### config.mk
export PLATFORM = sky130hd
export DESIGN_NAME = hmr_unit
export DESIGN_NICKNAME = d
export VERILOG_FILES = /design/src/hmr_pkg.sv /design/src/hmr_unit.sv /design/src/hmr_output_route.sv /design/src/hmr_vote_stage.sv /design/src/hmr_config_regs.sv
export SDC_FILE = /design/constraint.sdc
export NUM_CORES = 1
export LEC_CHECK = 0
export ABC_AREA = 1
export BUFFER_PORTS_ARGS = -buffer_cell sky130_fd_sc_hd__buf_2
export CORE_AREA = 2 2 317 319
export CTS_CLUSTER_DIAMETER = 150
export DETAILED_ROUTE_END_ITERATION = 8
export DIE_AREA = 0 0 319 321
export PLACE_DENSITY = 0.34
export SLEW_MARGIN = 20
export SYNTH_ARGS = -nofsm -noshare
export SYNTH_HDL_FRONTEND = slang
export SYNTH_HIERARCHICAL = 1
export SYNTH_SLANG_ARGS = --single-unit
export TNS_END_PERCENT = 1
### constraint.sdc
create_clock -name clk_i -period 5.6 [get_ports clk_i]
set_clock_uncertainty 0.15 [all_clocks]
set_input_delay 1.12 -clock clk_i [delete_from_list [all_inputs] [get_ports clk_i]]
set_output_delay 1.12 -clock clk_i [all_outputs]
set_load 0.05 [all_outputs]
### src/hmr_pkg.sv
// Cluster constants, mode enum, configuration address map and core/config structs
package hmr_pkg;

  // Fixed cluster shape
  localparam int unsigned NUM_CORES      = 4;
  localparam int unsigned NUM_DMR_GROUPS = 2;
  localparam int unsigned TMR_CORES      = 3;

  // Mismatch counters
  localparam int unsigned CNT_W = 8;

  // Configuration port
  localparam int unsigned CFG_ADDR_W = 4;
  localparam int unsigned CFG_DATA_W = 8;

  // Core bus field widths
  localparam int unsigned BUS_ADDR_W = 16;
  localparam int unsigned BUS_DATA_W = 32;

  // Cluster operating mode, value 3 is not a legal mode
  typedef enum logic [1:0] {
    MODE_INDEP = 2'd0,
    MODE_DMR   = 2'd1,
    MODE_TMR   = 2'd2
  } hmr_mode_e;

  // Register map
  localparam logic [CFG_ADDR_W-1:0] ADDR_MODE     = 4'd0;
  // Counters of cores 0 to 3 sit at consecutive addresses from here
  localparam logic [CFG_ADDR_W-1:0] ADDR_CNT_BASE = 4'd4;

  // Counters stop at this value
  localparam logic [CNT_W-1:0] CNT_MAX = {CNT_W{1'b1}};

  // System side to core
  typedef struct packed {
    logic                  fetch_en;
    logic [BUS_ADDR_W-1:0] boot_addr;
    logic [BUS_DATA_W-1:0] irq_id;
  } core_in_t;

  // Core to system side
  typedef struct packed {
    logic                  req;
    logic                  we;
    logic [BUS_ADDR_W-1:0] addr;
    logic [BUS_DATA_W-1:0] wdata;
  } core_out_t;

  // Flat width of one core output bundle, used by the bitwise voter
  localparam int unsigned OUT_W = $bits(core_out_t);

  // Configuration write or read request
  typedef struct packed {
    logic                  we;
    logic [CFG_ADDR_W-1:0] addr;
    logic [CFG_DATA_W-1:0] wdata;
  } cfg_req_t;

endpackage
### src/hmr_unit.sv
// Top level of the hybrid modular redundancy unit for a four-core cluster
`timescale 1ns/10ps

module hmr_unit
  import hmr_pkg::*;
(
  input  logic                      clk_i,
  input  logic                      reset_i,

  // Configuration port
  input  cfg_req_t                  cfg_req_i,
  output logic [CFG_DATA_W-1:0]     cfg_rdata_o,

  // System side
  input  core_in_t  [NUM_CORES-1:0] sys_inputs_i,
  output core_out_t [NUM_CORES-1:0] sys_outputs_o,

  // Core side
  output core_in_t  [NUM_CORES-1:0] core_inputs_o,
  input  core_out_t [NUM_CORES-1:0] core_outputs_i,

  // Status
  output logic [TMR_CORES-1:0]      tmr_error_o,
  output logic                      tmr_failure_o,
  output logic [NUM_DMR_GROUPS-1:0] dmr_failure_o,
  output hmr_mode_e                 mode_o
);

  hmr_mode_e            mode;
  core_out_t            tmr_voted;
  logic [NUM_CORES-1:0] incr_mismatch;

  assign mode_o = mode;

  // Decode: registers and counters
  hmr_config_regs u_config_regs (
    .clk_i           (clk_i),
    .reset_i         (reset_i),
    .cfg_req_i       (cfg_req_i),
    .cfg_rdata_o     (cfg_rdata_o),
    .incr_mismatch_i (incr_mismatch),
    .mode_o          (mode)
  );

  // Execute: voting and pair checking
  hmr_vote_stage u_vote_stage (
    .mode_i          (mode),
    .core_outputs_i  (core_outputs_i),
    .tmr_voted_o     (tmr_voted),
    .tmr_error_o     (tmr_error_o),
    .tmr_failure_o   (tmr_failure_o),
    .dmr_failure_o   (dmr_failure_o),
    .incr_mismatch_o (incr_mismatch)
  );

  // Result: fan-out and port routing
  hmr_output_route u_output_route (
    .mode_i          (mode),
    .sys_inputs_i    (sys_inputs_i),
    .core_outputs_i  (core_outputs_i),
    .tmr_voted_i     (tmr_voted),
    .core_inputs_o   (core_inputs_o),
    .sys_outputs_o   (sys_outputs_o)
  );

endmodule

### src/hmr_output_route.sv
// Mode-dependent input fan-out to the cores and output routing to the system ports
`timescale 1ns/10ps

module hmr_output_route
  import hmr_pkg::*;
(
  input  hmr_mode_e                 mode_i,

  // System side inputs and core side outputs
  input  core_in_t  [NUM_CORES-1:0] sys_inputs_i,
  input  core_out_t [NUM_CORES-1:0] core_outputs_i,
  input  core_out_t                 tmr_voted_i,

  // Routed results
  output core_in_t  [NUM_CORES-1:0] core_inputs_o,
  output core_out_t [NUM_CORES-1:0] sys_outputs_o
);

  // Every core of a group sees the inputs of the group's main core
  always_comb begin
    for (int i = 0; i < NUM_CORES; i++) begin
      core_inputs_o[i] = sys_inputs_i[i];
      case (mode_i)
        MODE_TMR: begin
          if (i < TMR_CORES) begin
            core_inputs_o[i] = sys_inputs_i[0];
          end
        end
        MODE_DMR: begin
          // Main core of the pair is the even one
          core_inputs_o[i] = sys_inputs_i[(i / 2) * 2];
        end
        default: begin
        end
      endcase
    end
  end

  // Main core port carries the group result, secondary ports read zero
  always_comb begin
    sys_outputs_o = core_outputs_i;
    case (mode_i)
      MODE_TMR: begin
        sys_outputs_o[0] = tmr_voted_i;
        for (int i = 1; i < TMR_CORES; i++) begin
          sys_outputs_o[i] = '0;
        end
        // Port 3 keeps core 3, which stays independent
      end
      MODE_DMR: begin
        // Checked pairs pass their main core straight through
        for (int g = 0; g < NUM_DMR_GROUPS; g++) begin
          sys_outputs_o[2*g+1] = '0;
        end
      end
      default: begin
      end
    endcase
  end

endmodule

### src/hmr_vote_stage.sv
// Bitwise TMR majority voter and DMR pair checkers with mode-gated error flags
`timescale 1ns/10ps

module hmr_vote_stage
  import hmr_pkg::*;
(
  input  hmr_mode_e                 mode_i,
  input  core_out_t [NUM_CORES-1:0] core_outputs_i,

  // Voted triple output
  output core_out_t                 tmr_voted_o,

  // Status
  output logic [TMR_CORES-1:0]      tmr_error_o,
  output logic                      tmr_failure_o,
  output logic [NUM_DMR_GROUPS-1:0] dmr_failure_o,

  // One pulse per core towards the counters
  output logic [NUM_CORES-1:0]      incr_mismatch_o
);

  logic [OUT_W-1:0]          out_a;
  logic [OUT_W-1:0]          out_b;
  logic [OUT_W-1:0]          out_c;
  logic [OUT_W-1:0]          majority;
  logic [TMR_CORES-1:0]      tmr_flag;
  logic                      tmr_multi;
  logic [NUM_DMR_GROUPS-1:0] pair_diff;

  // Triple is cores 0 to 2
  assign out_a = core_outputs_i[0];
  assign out_b = core_outputs_i[1];
  assign out_c = core_outputs_i[2];

  // Each bit follows at least two of the three cores
  assign majority    = (out_a & out_b) | (out_a & out_c) | (out_b & out_c);
  assign tmr_voted_o = core_out_t'(majority);

  // A core is flagged if it disagrees with the vote in any bit
  for (genvar k = 0; k < TMR_CORES; k++) begin : gen_tmr_flag
    assign tmr_flag[k] = (core_outputs_i[k] != core_out_t'(majority));
  end

  // Two or more dissenting cores, the vote can no longer be trusted
  assign tmr_multi = (tmr_flag[0] & tmr_flag[1]) |
                     (tmr_flag[0] & tmr_flag[2]) |
                     (tmr_flag[1] & tmr_flag[2]);

  // Pairs are cores 0/1 and 2/3
  for (genvar g = 0; g < NUM_DMR_GROUPS; g++) begin : gen_dmr_check
    assign pair_diff[g] = (core_outputs_i[2*g] != core_outputs_i[2*g+1]);
  end

  // Only the active mode reports anything
  always_comb begin
    tmr_error_o     = '0;
    tmr_failure_o   = 1'b0;
    dmr_failure_o   = '0;
    incr_mismatch_o = '0;
    case (mode_i)
      MODE_TMR: begin
        tmr_error_o   = tmr_flag;
        tmr_failure_o = tmr_multi;
        // Core 3 runs on its own and is never counted here
        incr_mismatch_o[TMR_CORES-1:0] = tmr_flag;
      end
      MODE_DMR: begin
        dmr_failure_o = pair_diff;
        // No way to tell which core of a pair is wrong, so blame both
        for (int g = 0; g < NUM_DMR_GROUPS; g++) begin
          incr_mismatch_o[2*g]   = pair_diff[g];
          incr_mismatch_o[2*g+1] = pair_diff[g];
        end
      end
      default: begin
      end
    endcase
  end

endmodule

### src/hmr_config_regs.sv
// Configuration decode, mode register, per-core mismatch counters and read-back mux
`timescale 1ns/10ps

module hmr_config_regs
  import hmr_pkg::*;
(
  input  logic                  clk_i,
  input  logic                  reset_i,

  // Configuration port
  input  cfg_req_t              cfg_req_i,
  output logic [CFG_DATA_W-1:0] cfg_rdata_o,

  // Mismatch pulses from the vote stage
  input  logic [NUM_CORES-1:0]  incr_mismatch_i,

  // Current cluster mode
  output hmr_mode_e             mode_o
);

  hmr_mode_e                         mode_q;
  logic [NUM_CORES-1:0][CNT_W-1:0]   cnt_q;

  logic                              mode_hit;
  logic                              mode_legal;
  logic                              mode_wr;
  logic [NUM_CORES-1:0]              cnt_hit;
  logic [NUM_CORES-1:0]              cnt_clr;

  // Address decode
  assign mode_hit = (cfg_req_i.addr == ADDR_MODE);

  for (genvar i = 0; i < NUM_CORES; i++) begin : gen_cnt_decode
    assign cnt_hit[i] = (cfg_req_i.addr == (ADDR_CNT_BASE + CFG_ADDR_W'(i)));
    assign cnt_clr[i] = cfg_req_i.we & cnt_hit[i];
  end

  // Only 0 to 2 are modes, anything above is dropped
  assign mode_legal = (cfg_req_i.wdata <= CFG_DATA_W'(MODE_TMR));
  assign mode_wr    = cfg_req_i.we & mode_hit & mode_legal;

  // Mode register
  always_ff @(posedge clk_i) begin
    if (reset_i) begin
      mode_q <= MODE_INDEP;
    end else if (mode_wr) begin
      mode_q <= hmr_mode_e'(cfg_req_i.wdata[1:0]);
    end
  end

  // Mismatch counters
  // A software clear beats a mismatch in the same cycle
  always_ff @(posedge clk_i) begin
    if (reset_i) begin
      cnt_q <= '0;
    end else begin
      for (int i = 0; i < NUM_CORES; i++) begin
        if (cnt_clr[i]) begin
          cnt_q[i] <= '0;
        end else if (incr_mismatch_i[i] && (cnt_q[i] != CNT_MAX)) begin
          cnt_q[i] <= cnt_q[i] + 1'b1;
        end
      end
    end
  end

  // Read-back, combinational on the request address
  always_comb begin
    cfg_rdata_o = '0;
    if (mode_hit) begin
      cfg_rdata_o = CFG_DATA_W'(mode_q);
    end
    for (int i = 0; i < NUM_CORES; i++) begin
      if (cnt_hit[i]) begin
        cfg_rdata_o = CFG_DATA_W'(cnt_q[i]);
      end
    end
  end

  assign mode_o = mode_q;

endmodule

==> out/metrics.yaml <==
drc_errors: 0
core-area_mm2: 0.0993
crit_path_start_kind: "input port"
synth_nets: 2874
cpMostUsedCell: "nand2_1"
post-route-util: 0.170
slew_headroom: 0.325
die_w_um: 319
crit_type: "in -> out"
clockBufferDepth: 2
num_vias: 17700
grt_pass1_wl_um: 126000
endpoint_kind: "output pin"
cap_violations: 0
postSynthCellCount: 2405
path_clk_slew_ps: 60
cp_data_required_time_ps: 4330
slowest_delay_ps: 290
arrival_ps: 3620
die_area_mm2: 0.102
final_nets: 3613
drive_above_1_share: 0.285
vias_per_cell: 3.97
synthSimpleGateAreaFrac: 0.582
path_cells: "buf_2 > ha_1 > inv_1 > nand3_1 > nand2_1 > nand2_1 > nor2_1 > nand2_1 > nor2_1 > nand2_1 > nor2_1 > nand2_1 > nand2_2 > nand2_1 > nand2_1 > inv_1 > buf_2"
synthXorXnorAreaFrac: 0.0436
rsz0062_at_grt: "no"
pwr-share-clk: 0.134
htreeDepth: 2
avgSynthCellArea_um2: 4.76
start_util: 0.115
root_buffer: "clkbuf_16"
p_sw_uw: 1330
outcome: "complete, no violations"
antenna_found_initial: 45
synthAdderAreaFrac: 0.0633
port_buffers: 822
path_depth: 17
hold_path_depth: 2
finalHoldViolCount: 0
wire_per_inst_um: 21.3
setup_viol: 0
synthDistinctLibCells: 35
hold_path_class: "reg -> reg"
seqCellArea_um2: 681
p_seq_frac: 0.113
numCtsBuffers: 5
power.total_uw: 2140
netlist_area_mm2: 0.0115
die_h_um: 321
slowest_stage: "inv_1"
ant_nets: 0
tightest_slew_ps: 1010
synth_seq_area_share: 0.0594
clock-sinks: 34
p_leak_uw: 0.0103
cp_max_fo: 5
wl_um: 94900
grt_max_degree: 102
switching_share: 0.620
clock_latency_ps: 280
firstDrtPassIters: 8
synthMuxAreaShare: 0
slew_viol_final: 0
multi_input_area_mm2: 0.00848
yosys_warnings: 6
cts_resized: 0
fmax_mhz: 205
synth_compound_area_frac: 0.0489
hold_buffers: 0
ios: 823
min_period_over_period: 0.873
synth-edff-count: 0
peakVddDrop_mv: 0.0884
power_density_mw_per_mm2: 127
grt_pass1_vias: 16200
setup_tns_ps: 0
synth_top_family_by_area: "simple AND/OR/NAND/NOR gates"
reg2reg_depth: 6
cts_tree: "yes"
p_int_uw: 812
rows: 116
track_usage: 0.173
synth_seq_cells: 34
dp_hpwl_um: 83400
syn_to_final_growth_pct: 47.1
drtIter0Drc: 1559
post_cts_buffers: 0
critPathTopFamily: "simple AND/OR/NAND/NOR gates"
overflow: 0
async_flop_share: 0
period_needed_ps: 4890
power_frac_comb: 0.753
gp_congestion: 0.937
ys.flop_type: "dfxtp_1"
cp_num_buf_inv: 4
fill_cells: 12000
==> Yosys cell counts (all sizes together) (3+ instances only) <==
cell type  number  area, um^2
nor3            8        45.0
buf           109         754
o22ai          18         113
nand3b          5        37.5
xnor2          28         245
o21ai          25         136
nand3          99         546
nand4          88         551
nand2        1152        4380
a21oi          50         254
inv           417        1570
xor2           29         254
nor2          264        1030
dfxtp          34         681
nor4           12        75.1
ha             58         726
a22o            3        26.3
==> power by group through the flow <==
stage	logic (uW)	clock network [uW]	registers (uW)
detailed placement	1600	0	247
global route	1710	306	242
finish	1610	286	242
floorplan	963	0	247
global placement	1610	0	247
CTS	1610	296	242
==> worst reg2reg max path: stages (launching register included) <==
cell and delay, ps:
dfxtp_1 580, ha_1 300, nand2_1 110, a21oi_1 540, nand3_1 190, o21ai_0 210
nor2_1 60
==> state kept, by name, indices dropped and copies added (netlist names) <==
register	flops
u_config_regs/cnt_q	32
u_config_regs/mode_o	2
==> final timing paths <==
| kind | to | from | slack (ps) |
|---|---|---|---|
| worst min register to register | u_config_regs/cnt_q[0] | u_config_regs/cnt_q[0] | 350 |
| worst max register to register | u_config_regs/cnt_q[5] | u_config_regs/mode_o[1] | 3360 |
| worst min-delay path | u_config_regs/cnt_q[0] | u_config_regs/cnt_q[0] | 350 |
| worst max-delay path | tmr_failure_o | core_outputs_i[1] | 710 |
==> routing by layer <==
layer / vias up / wire length, um / global-route usage
met5: - / 197 / 0
met4: 32 / 1850 / 0.0320
met3: 112 / 10100 / 0.0630
met2: 768 / 41900 / 0.279
met1: 8063 / 40800 / 0.222
li1: 8736 / - / -
==> final cells by class <==
type | instances | area share
repair buffers | 841 | 0.256
inverters | 417 | 0.0930
well taps | 1298 | 0.0964
flip-flops and latches | 34 | 0.0404
clock inverters | 2 | 0.000743
clock buffers | 6 | 0.00824
multi-input cells | 1845 | 0.503
diodes | 16 | 0.00238
==> cells by family after synthesis <==
kind of cell,Yosys count
buf+inv,526
flops,34
compound gates,100
xor+xnor,57
fa+ha+maj,58
simple gates,1630
==> cells in the final DEF (no fill, tap or decap), types with 2 or more instances in the layout <==
master and count:
nand2_1 1139, nor3_1 7, buf_12 4, a21oi_1 49, a22o_1 3, a211oi_1 2, nor2_4 3, buf_2 822
nand2_4 4, inv_1 409, nor2_1 256, xnor2_1 28, nor2_2 5, diode_2 16, dfxtp_1 34, nand2_2 9
o21ai_2 3, clkbuf_16 5, o22ai_1 18, xor2_1 29, nor4_1 12, ha_1 56, nand4_1 88, ha_4 2
nand3_2 10, nand3_1 89, nand3b_1 5, buf_4 15, o21ai_0 21, inv_2 7
==> per-stage QoR <==
step	cells	setup slack, ps	cell area [um^2]	hold WS [ps]
final	4459	712	16800	349
after global routing	4448	623	16800	384
after CTS	4443	799	16800	354
after detailed placement	4435	808	16700	344
after global placement	4435	744	16700	346
after floorplan	2405	1910	11500	320
Power figures use the tool's default switching activity.
